===== config.mk =====
export PLATFORM = sky130hd
export DESIGN_NAME = ccc_top
export DESIGN_NICKNAME = d
export VERILOG_FILES = /design/src/source/ccc_pkg.sv /design/src/source/ccc_seq_fsm.sv /design/src/source/ccc_get_tx.sv /design/src/source/ccc_set_regs.sv /design/src/source/ccc_top.sv
export SDC_FILE = /design/constraint.sdc
export NUM_CORES = 1
export LEC_CHECK = 0
export ABC_AREA = 1
export BUFFER_PORTS_ARGS = -buffer_cell sky130_fd_sc_hd__buf_4
export CORE_ASPECT_RATIO = 1.75
export CORE_UTILIZATION = 45
export DETAILED_ROUTE_END_ITERATION = 7
export PLACE_DENSITY = 0.79
export SLEW_MARGIN = 10
export SYNTH_ARGS = -nofsm -noshare
export SYNTH_HDL_FRONTEND = slang
export SYNTH_SLANG_ARGS = --single-unit
export TNS_END_PERCENT = 50

===== constraint.sdc =====
create_clock -name clk_i -period 2.7 [get_ports clk_i]
set_input_delay 0.27 -clock clk_i [delete_from_list [all_inputs] [get_ports clk_i]]
set_output_delay 0.27 -clock clk_i [all_outputs]
set_load 0.01 [all_outputs]

===== src/source/ccc_pkg.sv =====
// CCC handler package: command codes, field types, byte counts and sequencer states
package ccc_pkg;

  // Field types
  typedef logic [7:0]  byte_t;
  typedef logic [6:0]  addr_t;
  typedef logic [15:0] len_t;
  typedef logic [47:0] pid_t;

  // Broadcast command codes
  localparam byte_t CccEnecB     = 8'h00;
  localparam byte_t CccDisecB    = 8'h01;
  localparam byte_t CccRstdaa    = 8'h06;
  localparam byte_t CccSetmwlB   = 8'h09;
  localparam byte_t CccSetmrlB   = 8'h0A;
  localparam byte_t CccEndxferB  = 8'h12;
  localparam byte_t CccSetaasa   = 8'h29;
  localparam byte_t CccRstactB   = 8'h2A;

  // Direct command codes
  localparam byte_t CccEnecD     = 8'h80;
  localparam byte_t CccDisecD    = 8'h81;
  localparam byte_t CccSetdasa   = 8'h87;
  localparam byte_t CccSetmwlD   = 8'h89;
  localparam byte_t CccSetmrlD   = 8'h8A;
  localparam byte_t CccGetmwl    = 8'h8B;
  localparam byte_t CccGetmrl    = 8'h8C;
  localparam byte_t CccGetpid    = 8'h8D;
  localparam byte_t CccGetbcr    = 8'h8E;
  localparam byte_t CccGetdcr    = 8'h8F;
  localparam byte_t CccGetstatus = 8'h90;
  localparam byte_t CccEndxferD  = 8'h92;
  localparam byte_t CccRstactD   = 8'h9A;

  // Code bit set for every direct CCC
  localparam int DirectBit = 7;

  // I3C broadcast address
  localparam addr_t RsvdAddr = 7'h7E;

  // Longest GET response (GETPID)
  localparam int MaxGetBytes = 6;

  // GETMRL third byte, max IBI payload
  localparam byte_t IbiLimitByte = 8'hFF;

  // ENEC/DISEC event bit positions
  localparam int EnecIbiBit = 0;
  localparam int EnecCrrBit = 1;
  localparam int EnecHjBit  = 3;

  // Sequencer states
  typedef enum logic [4:0] {
    Idle,
    WaitCcc,
    RxTbit,
    RxDefByte,
    RxDefByteTbit,
    RxByte,
    RxDirectDefByteTbit,
    RxDirectAddr,
    TxAddrAck,
    RxData,
    RxDataTbit,
    TxData,
    TxDataTbit,
    WaitBusCond,
    WaitStop,
    DoneCcc
  } ccc_state_e;

endpackage


===== src/source/ccc_seq_fsm.sv =====
// CCC sequencer FSM: bus requests, address capture and match, received byte and count
`timescale 1ns/10ps

module ccc_seq_fsm import ccc_pkg::*; (
  input  logic  clk_i,
  input  logic  rst_ni,
  input  byte_t ccc_i,
  input  logic  ccc_valid_i,
  input  logic  bus_rstart_det_i,
  input  logic  bus_stop_det_i,
  input  logic  bus_rx_done_i,
  input  byte_t bus_rx_data_i,
  input  logic  bus_tx_done_i,
  input  addr_t target_sta_address_i,
  input  logic  target_sta_address_valid_i,
  input  addr_t target_dyn_address_i,
  input  logic  target_dyn_address_valid_i,
  input  byte_t tx_byte_i,
  input  logic  tx_last_i,
  output logic  done_o,
  output logic  bus_rx_req_bit_o,
  output logic  bus_rx_req_byte_o,
  output logic  bus_tx_req_bit_o,
  output logic  bus_tx_req_byte_o,
  output byte_t bus_tx_req_value_o,
  output logic  bus_tx_sel_od_pp_o,
  output byte_t command_code_o,
  output byte_t rx_byte_o,
  output byte_t rx_count_o,
  output logic  data_done_strobe_o,
  output logic  bcast_tbit_strobe_o,
  output logic  addr_phase_ok_o,
  output logic  tx_load_o,
  output logic  tx_advance_o
);

  ccc_state_e state_q, state_d;
  byte_t      command_code_q;
  addr_t      cmd_addr_q;
  logic       cmd_rnw_q;
  byte_t      rx_byte_q;
  byte_t      rx_count_q;
  logic       addr_ok_q;
  logic       is_direct;
  logic       has_def_byte;
  addr_t      own_addr;
  logic       own_addr_valid;
  logic       addr_match;
  logic       addr_rsvd;
  logic       rx_addr_match;

  // Latch code when primary FSM hands over
  always_ff @(posedge clk_i or negedge rst_ni) begin
    if (!rst_ni) begin
      command_code_q <= '0;
    end else if (ccc_valid_i) begin
      command_code_q <= ccc_i;
    end
  end

  assign is_direct    = command_code_q[DirectBit];
  assign has_def_byte = command_code_q inside {CccEndxferB, CccRstactB,
                                               CccEndxferD, CccRstactD};

  // Dynamic address wins once assigned
  assign own_addr       = target_dyn_address_valid_i ? target_dyn_address_i
                                                     : target_sta_address_i;
  assign own_addr_valid = target_dyn_address_valid_i | target_sta_address_valid_i;
  assign addr_match     = own_addr_valid && (cmd_addr_q == own_addr);
  assign addr_rsvd      = (cmd_addr_q == RsvdAddr);
  // Same check on the byte still on the receiver
  assign rx_addr_match  = own_addr_valid && (bus_rx_data_i[7:1] == own_addr);

  // Address byte: 7-bit address plus RnW
  always_ff @(posedge clk_i) begin
    if (state_q == RxDirectAddr && bus_rx_done_i) begin
      cmd_addr_q <= bus_rx_data_i[7:1];
      cmd_rnw_q  <= bus_rx_data_i[0];
    end
  end

  // Match flag, held until next address or next CCC
  always_ff @(posedge clk_i or negedge rst_ni) begin
    if (!rst_ni) begin
      addr_ok_q <= 1'b0;
    end else if (ccc_valid_i) begin
      addr_ok_q <= 1'b0;
    end else if (state_q == RxDirectAddr && bus_rx_done_i) begin
      addr_ok_q <= rx_addr_match;
    end
  end

  // Last data byte seen
  always_ff @(posedge clk_i) begin
    if (state_q == RxData && bus_rx_done_i) begin
      rx_byte_q <= bus_rx_data_i;
    end
  end

  // Bytes since CCC start or last address
  always_ff @(posedge clk_i or negedge rst_ni) begin
    if (!rst_ni) begin
      rx_count_q <= '0;
    end else if (state_q == WaitCcc && ccc_valid_i) begin
      rx_count_q <= '0;
    end else if (state_q == RxDirectAddr && bus_rx_done_i) begin
      rx_count_q <= '0;
    end else if (state_q == RxDataTbit && bus_rx_done_i) begin
      rx_count_q <= rx_count_q + 8'd1;
    end
  end

  always_comb begin
    state_d = state_q;
    unique case (state_q)
      Idle:    state_d = WaitCcc;
      WaitCcc: if (ccc_valid_i) state_d = RxTbit;
      RxTbit: begin
        if (bus_rx_done_i) begin
          if (has_def_byte) state_d = RxDefByte;
          else if (is_direct) state_d = RxByte;
          else state_d = RxData;
        end
      end
      RxDefByte: if (bus_rx_done_i) state_d = RxDefByteTbit;
      RxDefByteTbit: begin
        if (bus_rx_done_i) state_d = is_direct ? RxByte : RxData;
      end
      // Direct: skip bytes until Sr opens the address phase
      RxByte: begin
        if (bus_rstart_det_i) state_d = RxDirectAddr;
        else if (bus_rx_done_i) state_d = RxDirectDefByteTbit;
      end
      RxDirectDefByteTbit: if (bus_rx_done_i) state_d = RxByte;
      RxDirectAddr: if (bus_rx_done_i) state_d = TxAddrAck;
      TxAddrAck: begin
        if (bus_tx_done_i) begin
          if (addr_rsvd) state_d = WaitStop;
          else if (addr_match && cmd_rnw_q) state_d = TxData;
          else if (addr_match) state_d = RxData;
          else state_d = WaitBusCond;
        end
      end
      RxData: begin
        if (bus_rstart_det_i) state_d = RxDirectAddr;
        else if (bus_rx_done_i) state_d = RxDataTbit;
      end
      RxDataTbit: if (bus_rx_done_i) state_d = RxData;
      TxData: begin
        if (bus_rstart_det_i) state_d = RxDirectAddr;
        else if (bus_tx_done_i) state_d = TxDataTbit;
      end
      TxDataTbit: begin
        if (bus_tx_done_i) state_d = tx_last_i ? WaitBusCond : TxData;
      end
      WaitBusCond: if (bus_rstart_det_i) state_d = RxDirectAddr;
      // Only STOP leaves, via the override below
      WaitStop: state_d = WaitStop;
      DoneCcc:  state_d = Idle;
      default:  state_d = Idle;
    endcase
  end

  // STOP ends the CCC from any state
  always_ff @(posedge clk_i or negedge rst_ni) begin
    if (!rst_ni) begin
      state_q <= Idle;
    end else if (bus_stop_det_i) begin
      state_q <= DoneCcc;
    end else begin
      state_q <= state_d;
    end
  end

  // Requests held as levels per state
  always_comb begin
    bus_rx_req_bit_o   = 1'b0;
    bus_rx_req_byte_o  = 1'b0;
    bus_tx_req_bit_o   = 1'b0;
    bus_tx_req_byte_o  = 1'b0;
    bus_tx_req_value_o = '0;
    bus_tx_sel_od_pp_o = 1'b0;
    unique case (state_q)
      RxTbit, RxDefByteTbit, RxDirectDefByteTbit, RxDataTbit: bus_rx_req_bit_o = 1'b1;
      RxDefByte, RxDirectAddr: bus_rx_req_byte_o = 1'b1;
      // Drop byte request once Sr shows up
      RxByte, RxData: bus_rx_req_byte_o = ~bus_rstart_det_i;
      TxAddrAck: begin
        // ACK is low, open drain
        bus_tx_req_bit_o   = 1'b1;
        bus_tx_req_value_o = {7'h00, ~addr_match};
      end
      TxData: begin
        bus_tx_req_byte_o  = 1'b1;
        bus_tx_req_value_o = tx_byte_i;
        bus_tx_sel_od_pp_o = 1'b1;
      end
      TxDataTbit: begin
        // T-bit low ends the read
        bus_tx_req_bit_o   = 1'b1;
        bus_tx_req_value_o = {7'h00, ~tx_last_i};
        bus_tx_sel_od_pp_o = 1'b1;
      end
      default: ;
    endcase
  end

  assign done_o          = (state_q == DoneCcc);
  assign command_code_o  = command_code_q;
  assign rx_byte_o       = rx_byte_q;
  assign rx_count_o      = rx_count_q;
  assign addr_phase_ok_o = addr_ok_q;

  // Direct writes only count after our own address
  assign data_done_strobe_o  = (state_q == RxDataTbit) && bus_rx_done_i &&
                               (~is_direct || addr_ok_q);
  assign bcast_tbit_strobe_o = (state_q == RxTbit) && bus_rx_done_i;
  assign tx_load_o           = (state_q == TxAddrAck) && bus_tx_done_i;
  assign tx_advance_o        = (state_q == TxData) && bus_tx_done_i;

endmodule


===== src/source/ccc_get_tx.sv =====
// GET response countdown and byte selection from configuration inputs
`timescale 1ns/10ps

module ccc_get_tx import ccc_pkg::*; (
  input  logic  clk_i,
  input  logic  rst_ni,
  input  byte_t command_code_i,
  input  logic  load_i,
  input  logic  advance_i,
  input  byte_t get_bcr_i,
  input  byte_t get_dcr_i,
  input  len_t  get_mwl_i,
  input  len_t  get_mrl_i,
  input  pid_t  get_pid_i,
  input  len_t  get_status_fmt1_i,
  output byte_t tx_byte_o,
  output logic  tx_last_o
);

  // Response right-aligned, first byte highest
  logic [8*MaxGetBytes-1:0] resp;
  byte_t                    resp_len;
  byte_t                    remain_q;

  always_comb begin
    resp     = '0;
    resp_len = 8'd0;
    unique case (command_code_i)
      CccGetbcr: begin
        resp[7:0] = get_bcr_i;
        resp_len  = 8'd1;
      end
      CccGetdcr: begin
        resp[7:0] = get_dcr_i;
        resp_len  = 8'd1;
      end
      CccGetmwl: begin
        resp[15:0] = get_mwl_i;
        resp_len   = 8'd2;
      end
      // MRL then IBI payload limit
      CccGetmrl: begin
        resp[23:0] = {get_mrl_i, IbiLimitByte};
        resp_len   = 8'd3;
      end
      CccGetpid: begin
        resp     = get_pid_i;
        resp_len = 8'd6;
      end
      // Format 1 only
      CccGetstatus: begin
        resp[15:0] = get_status_fmt1_i;
        resp_len   = 8'd2;
      end
      default: ;
    endcase
  end

  // Bytes still to send
  always_ff @(posedge clk_i or negedge rst_ni) begin
    if (!rst_ni) begin
      remain_q <= '0;
    end else if (load_i) begin
      remain_q <= resp_len;
    end else if (advance_i && remain_q != 8'd0) begin
      remain_q <= remain_q - 8'd1;
    end
  end

  // Count N picks byte N-1 of the response
  always_comb begin
    if (remain_q == 8'd0 || remain_q > MaxGetBytes) begin
      tx_byte_o = '0;
    end else begin
      tx_byte_o = resp[(remain_q - 8'd1) * 8 +: 8];
    end
  end

  assign tx_last_o = (remain_q == 8'd0);

endmodule


===== src/source/ccc_set_regs.sv =====
// SET capture registers: ENEC/DISEC flags, MWL/MRL, dynamic address and RSTDAA strobes
`timescale 1ns/10ps

module ccc_set_regs import ccc_pkg::*; (
  input  logic  clk_i,
  input  logic  rst_ni,
  input  byte_t command_code_i,
  input  byte_t rx_byte_i,
  input  byte_t rx_count_i,
  input  logic  data_done_strobe_i,
  input  logic  bcast_tbit_strobe_i,
  input  addr_t target_sta_address_i,
  output logic  enec_ibi_o,
  output logic  enec_crr_o,
  output logic  enec_hj_o,
  output logic  disec_ibi_o,
  output logic  disec_crr_o,
  output logic  disec_hj_o,
  output logic  set_mwl_o,
  output len_t  mwl_o,
  output logic  set_mrl_o,
  output len_t  mrl_o,
  output addr_t set_dasa_o,
  output logic  set_dasa_valid_o,
  output logic  rstdaa_o
);

  logic is_enec;
  logic is_disec;
  logic is_mwl;
  logic is_mrl;
  logic first_byte;
  logic second_byte;

  // Command decode, broadcast and direct forms alike
  assign is_enec  = command_code_i inside {CccEnecB, CccEnecD};
  assign is_disec = command_code_i inside {CccDisecB, CccDisecD};
  assign is_mwl   = command_code_i inside {CccSetmwlB, CccSetmwlD};
  assign is_mrl   = command_code_i inside {CccSetmrlB, CccSetmrlD};

  // Count still holds the byte index at the strobe
  assign first_byte  = data_done_strobe_i && (rx_count_i == 8'd0);
  assign second_byte = data_done_strobe_i && (rx_count_i == 8'd1);

  // Event flags from byte 0
  always_ff @(posedge clk_i or negedge rst_ni) begin
    if (!rst_ni) begin
      enec_ibi_o  <= 1'b0;
      enec_crr_o  <= 1'b0;
      enec_hj_o   <= 1'b0;
      disec_ibi_o <= 1'b0;
      disec_crr_o <= 1'b0;
      disec_hj_o  <= 1'b0;
    end else if (first_byte) begin
      if (is_enec) begin
        enec_ibi_o <= rx_byte_i[EnecIbiBit];
        enec_crr_o <= rx_byte_i[EnecCrrBit];
        enec_hj_o  <= rx_byte_i[EnecHjBit];
      end
      if (is_disec) begin
        disec_ibi_o <= rx_byte_i[EnecIbiBit];
        disec_crr_o <= rx_byte_i[EnecCrrBit];
        disec_hj_o  <= rx_byte_i[EnecHjBit];
      end
    end
  end

  // Lengths are big-endian, strobe on the low byte
  always_ff @(posedge clk_i or negedge rst_ni) begin
    if (!rst_ni) begin
      mwl_o     <= '0;
      mrl_o     <= '0;
      set_mwl_o <= 1'b0;
      set_mrl_o <= 1'b0;
    end else begin
      set_mwl_o <= is_mwl && second_byte;
      set_mrl_o <= is_mrl && second_byte;
      if (is_mwl && first_byte) begin
        mwl_o[15:8] <= rx_byte_i;
      end
      if (is_mwl && second_byte) begin
        mwl_o[7:0] <= rx_byte_i;
      end
      if (is_mrl && first_byte) begin
        mrl_o[15:8] <= rx_byte_i;
      end
      if (is_mrl && second_byte) begin
        mrl_o[7:0] <= rx_byte_i;
      end
    end
  end

  // Shared dynamic address output
  // SETAASA copies static address, SETDASA takes byte 0 bits 7:1
  always_ff @(posedge clk_i or negedge rst_ni) begin
    if (!rst_ni) begin
      set_dasa_o       <= '0;
      set_dasa_valid_o <= 1'b0;
      rstdaa_o         <= 1'b0;
    end else begin
      set_dasa_valid_o <= 1'b0;
      rstdaa_o         <= bcast_tbit_strobe_i && (command_code_i == CccRstdaa);
      if (bcast_tbit_strobe_i && command_code_i == CccSetaasa) begin
        set_dasa_o       <= target_sta_address_i;
        set_dasa_valid_o <= 1'b1;
      end else if (first_byte && command_code_i == CccSetdasa) begin
        set_dasa_o       <= rx_byte_i[7:1];
        set_dasa_valid_o <= 1'b1;
      end
    end
  end

endmodule


===== src/source/ccc_top.sv =====
// CCC handler top: sequencer, GET transmit and SET register blocks
`timescale 1ns/10ps

module ccc_top import ccc_pkg::*; (
  input  logic  clk_i,
  input  logic  rst_ni,
  // Handoff from primary target FSM
  input  byte_t ccc_i,
  input  logic  ccc_valid_i,
  output logic  done_o,
  // Bus monitor
  input  logic  bus_rstart_det_i,
  input  logic  bus_stop_det_i,
  // Bus receiver
  input  logic  bus_rx_done_i,
  input  byte_t bus_rx_data_i,
  output logic  bus_rx_req_bit_o,
  output logic  bus_rx_req_byte_o,
  // Bus transmitter
  input  logic  bus_tx_done_i,
  output logic  bus_tx_req_bit_o,
  output logic  bus_tx_req_byte_o,
  output byte_t bus_tx_req_value_o,
  output logic  bus_tx_sel_od_pp_o,
  // Target addresses
  input  addr_t target_sta_address_i,
  input  logic  target_sta_address_valid_i,
  input  addr_t target_dyn_address_i,
  input  logic  target_dyn_address_valid_i,
  // GET sources
  input  byte_t get_bcr_i,
  input  byte_t get_dcr_i,
  input  len_t  get_mwl_i,
  input  len_t  get_mrl_i,
  input  pid_t  get_pid_i,
  input  len_t  get_status_fmt1_i,
  // SET results
  output logic  enec_ibi_o,
  output logic  enec_crr_o,
  output logic  enec_hj_o,
  output logic  disec_ibi_o,
  output logic  disec_crr_o,
  output logic  disec_hj_o,
  output logic  set_mwl_o,
  output len_t  mwl_o,
  output logic  set_mrl_o,
  output len_t  mrl_o,
  output addr_t set_dasa_o,
  output logic  set_dasa_valid_o,
  output logic  rstdaa_o
);

  byte_t command_code;
  byte_t rx_byte;
  byte_t rx_count;
  logic  data_done_strobe;
  logic  bcast_tbit_strobe;
  logic  tx_load;
  logic  tx_advance;
  byte_t tx_byte;
  logic  tx_last;

  ccc_seq_fsm u_ccc_seq_fsm (
    .clk_i, .rst_ni, .ccc_i, .ccc_valid_i, .bus_rstart_det_i, .bus_stop_det_i,
    .bus_rx_done_i, .bus_rx_data_i, .bus_tx_done_i,
    .target_sta_address_i, .target_sta_address_valid_i,
    .target_dyn_address_i, .target_dyn_address_valid_i,
    .tx_byte_i (tx_byte), .tx_last_i (tx_last),
    .done_o, .bus_rx_req_bit_o, .bus_rx_req_byte_o, .bus_tx_req_bit_o,
    .bus_tx_req_byte_o, .bus_tx_req_value_o, .bus_tx_sel_od_pp_o,
    .command_code_o (command_code), .rx_byte_o (rx_byte), .rx_count_o (rx_count),
    .data_done_strobe_o (data_done_strobe), .bcast_tbit_strobe_o (bcast_tbit_strobe),
    // Match already folded into the data strobe
    .addr_phase_ok_o (),
    .tx_load_o (tx_load), .tx_advance_o (tx_advance)
  );

  ccc_get_tx u_ccc_get_tx (
    .clk_i, .rst_ni, .command_code_i (command_code),
    .load_i (tx_load), .advance_i (tx_advance),
    .get_bcr_i, .get_dcr_i, .get_mwl_i, .get_mrl_i, .get_pid_i, .get_status_fmt1_i,
    .tx_byte_o (tx_byte), .tx_last_o (tx_last)
  );

  ccc_set_regs u_ccc_set_regs (
    .clk_i, .rst_ni, .command_code_i (command_code),
    .rx_byte_i (rx_byte), .rx_count_i (rx_count),
    .data_done_strobe_i (data_done_strobe), .bcast_tbit_strobe_i (bcast_tbit_strobe),
    .target_sta_address_i,
    .enec_ibi_o, .enec_crr_o, .enec_hj_o, .disec_ibi_o, .disec_crr_o, .disec_hj_o,
    .set_mwl_o, .mwl_o, .set_mrl_o, .mrl_o, .set_dasa_o, .set_dasa_valid_o, .rstdaa_o
  );

endmodule


==> results.sh <==
export IMPL_synth_edf_count=16
export IMPL_yosys_warnings=0
export IMPL_cts_root_buf="clkbuf_16"
export IMPL_worstPathRequired_ns=2.43
export IMPL_overflow=0
export IMPL_drcViolationCount=0
export IMPL_clk_path_buf_depth=2
export IMPL_ys_seq_area_share_pct=39.3
export IMPL_layout_nets=1264
export IMPL_fin_crit_ns=2.62
export IMPL_area_growth_pct=37.0
export IMPL_grt_pass1_wl_um=31700
export IMPL_max_cap_violations=0
export IMPL_cts_tree="built"
export IMPL_power_leakage_nw=4.49
export IMPL_relSlewSlack_pct=34.3
export IMPL_drive_above_1_share_pct=30.2
export IMPL_cts_hold_buffers_added=0
export IMPL_routedWlPerCell_um=15.8
export IMPL_synth_ff_type="dfrtp_1"
export IMPL_critPathMaxFanout=6
export IMPL_critPathCaptureType="output pin"
export IMPL_crit_buf_inv=5
export IMPL_hold_ws_ns=0.0683
export IMPL_synth_nets=1032
export IMPL_globalplace_congestion=0.968
export IMPL_viasPerCell=5.18
export IMPL_critPathMaxStageDelay_ns=0.44
export IMPL_timing_fmax_mhz=382
export IMPL_via_count=6667
export IMPL_fin_worst_skew_ns=0.00901
export IMPL_place_hpwl_um=16100
export IMPL_antennaDiodeCount=0
export IMPL_cpLargestDelayFamily="simple AND/OR/NAND/NOR gates"
export IMPL_htreeDepth=3
export IMPL_slowest_stage="dfrtp_1"
export IMPL_syn_avg_cell_area_um2=7.06
export IMPL_ir_drop_mv=0.478
export IMPL_first_pass_iters=5
export IMPL_total_power_w=0.00506
export IMPL_routed_wl_um=20300
export IMPL_cp_common_cell="nand2_1"
export IMPL_yosysUniqueCellTypes=46
export IMPL_finalSetupViolCount=0
export IMPL_hold_viol=0
export IMPL_post_synth_top_area_cell="dfrtp_1"
export IMPL_start_util_pct=46.2
export IMPL_synth_top_cell_area_share_pct=31.6
export IMPL_dieWidth_um=90.6
export IMPL_first_global_vias=6632
export IMPL_clk_latency_ns=0.35
export IMPL_rsz0062_at_grt="true"
export IMPL_critPathKind="flop to output pin"
export IMPL_ant_nets=0
export IMPL_synth_seq_cells=94
export IMPL_clock_sinks=94
export IMPL_cp_arrival_ns=2.35
export IMPL_fin_crit_sh_pct=97.0
export IMPL_min_path_type="input pin to async pin"
export IMPL_drt_iter0_drc=300
export IMPL_syn_inst=876
export IMPL_drv_slew=0
export IMPL_startpoint_type="flop"
export IMPL_cts_buffers_inserted=9
export IMPL_synth_most_common_cell="nand2_1"
export IMPL_port_buffers=213
export IMPL_syn_area_mm2=0.00618
export IMPL_ys_async_sr_fraction_pct=83.0
export IMPL_antenna_found_initial=0
export IMPL_path_cells="inv_2 > nand2_2 > nor2_4 > buf_12 > clkbuf_16 > buf_4 > nand3_1 > nand3_1 > nor2_1 > nand4_1 > nand2_1 > nand2_1 > nand2_1 > nand2_1 > buf_4"
export IMPL_pin_count=214
export IMPL_worstMarginPinSlew_ns=0.986
export IMPL_synth_common_cells="nand2_1 (294), inv_1 (107), dfrtp_1 (78)"
export IMPL_grt_use_total_pct=28.6
export IMPL_core_area_mm2=0.0134
export IMPL_grt_max_degree=79
export IMPL_status="finished, final reports clean"
export IMPL_rrSetupSlack_ns=0.63
export IMPL_clk_pin_slew_worst_paths_ns=0.07
export IMPL_power_density_mw_per_mm2=597
export IMPL_die_area_mm2=0.0142
export IMPL_placementRows=56
export IMPL_synth_area_top_cells="dfrtp_1 (32%), nand2_1 (18%), edfxtp_1 (7.8%), inv_1 (6.5%), nor2_1 (4.6%)"
export IMPL_die_y_um=157
sequential cells by signal, indices dropped and copies added, names as in the netlist, 4 cells and up:
signal,flops
u_ccc_set_regs.mrl_o,16
u_ccc_set_regs.mwl_o,16
u_ccc_get_tx.remain_q,8
u_ccc_seq_fsm.command_code_o,8
u_ccc_seq_fsm.rx_byte_o,8
u_ccc_seq_fsm.rx_count_o,8
u_ccc_seq_fsm.cmd_addr_q,7
u_ccc_set_regs.set_dasa_o,7
u_ccc_seq_fsm.state_q,4
final timing paths:
path	startpoint	end	cells after the start
worst max-delay path	u_ccc_seq_fsm.command_code_o[6]	bus_tx_req_value_o[0]	15
worst min-delay path	rst_ni	u_ccc_set_regs.mwl_o[6]	1
worst max register to register	u_ccc_seq_fsm.command_code_o[6]	u_ccc_set_regs.set_dasa_o[6]	9
worst min register to register	u_ccc_set_regs.mrl_o[8]	u_ccc_set_regs.mrl_o[8]	2
max in group asynchronous	rst_ni	u_ccc_get_tx.remain_q[1]	1
min in group clk_i	bus_rx_data_i[0]	u_ccc_seq_fsm.rx_byte_o[0]	1
what timing repair did:
action,4_1_cts,5_1_grt
pin swaps,1,5
endpoints found under the setup margin,6,8
cloned,0,2
buffers inserted,2,14
gates resized for setup,3,19
layout by cell type (no fill, tap or decap), types with 3 or more instances in the layout:
cell	instances
nor2_2	6
o22ai_1	5
o211ai_2	3
nand2_1	287
inv_1	107
a21boi_1	4
nand2_2	8
nand3_1	55
buf_4	238
o21ai_2	23
ha_1	5
nand4_1	11
nor3_1	9
nand3_2	3
clkbuf_16	10
inv_2	8
nor2_4	12
nand2_4	5
o211ai_1	5
dfrtp_1	78
edfxtp_1	16
o21ai_1	25
o21ai_0	48
xor2_1	3
inv_6	4
xnor2_1	3
nor2_1	71
a21oi_1	33
per-layer routing:
| metal | global-route usage, % | vias to the layer above | wire [um] |
|---|---|---|---|
| li1 | - | 3285 | - |
| met1 | 27.1 | 3032 | 6990 |
| met2 | 55.7 | 285 | 10900 |
| met3 | 5.31 | 65 | 1270 |
| met4 | 17.8 | 0 | 1210 |
| met5 | 0 | - | 0 |
metrics by stage:
stage	cells	utilization [%]	setup TNS (ns)	setup WS [ns]	instance area, um2
finish	1287	63.3	0	0.0803	8470
floorplan	876	-	0	0.0741	6180
global route	1287	63.3	-0.0382	-0.0120	8470
CTS	1271	61.7	0	0.0104	8260
global placement	1253	59.3	0	0.320	7940
detailed placement	1253	59.3	0	0.263	7940
logic make-up (layout without fill, tap and decap cells):
kind of cell,count (synthesis),in the layout,synth area share (%)
AOI/OAI and AO/OA,155,155,15.3
xor gates and xnor gates,6,6,0.850
adders and majority gates,5,5,1.01
buffers and inverters,139,375,9.49
DFF,94,94,39.3
and+or+nand+nor,477,478,34.0
report_power, final:
| group | internal (W) | switching, W | leakage [nW] |
|---|---|---|---|
| Sequential | 0.00160 | 0.000145 | 1.15 |
| Combinational | 0.000764 | 0.00130 | 3.19 |
| Clock | 0.000648 | 0.000593 | 0.145 |
layout make-up:
cell class | count | area, um2
Clock inverter | 7 | 62.6
Inverter | 118 | 449
Fill cell | 1237 | 4910
Sequential cell | 94 | 2430
Timing Repair Buffer | 241 | 1850
Clock buffer | 9 | 225
Tap cell | 174 | 218
Multi-Input combinational cell | 644 | 3240
Power figures use the tool's default switching activity.
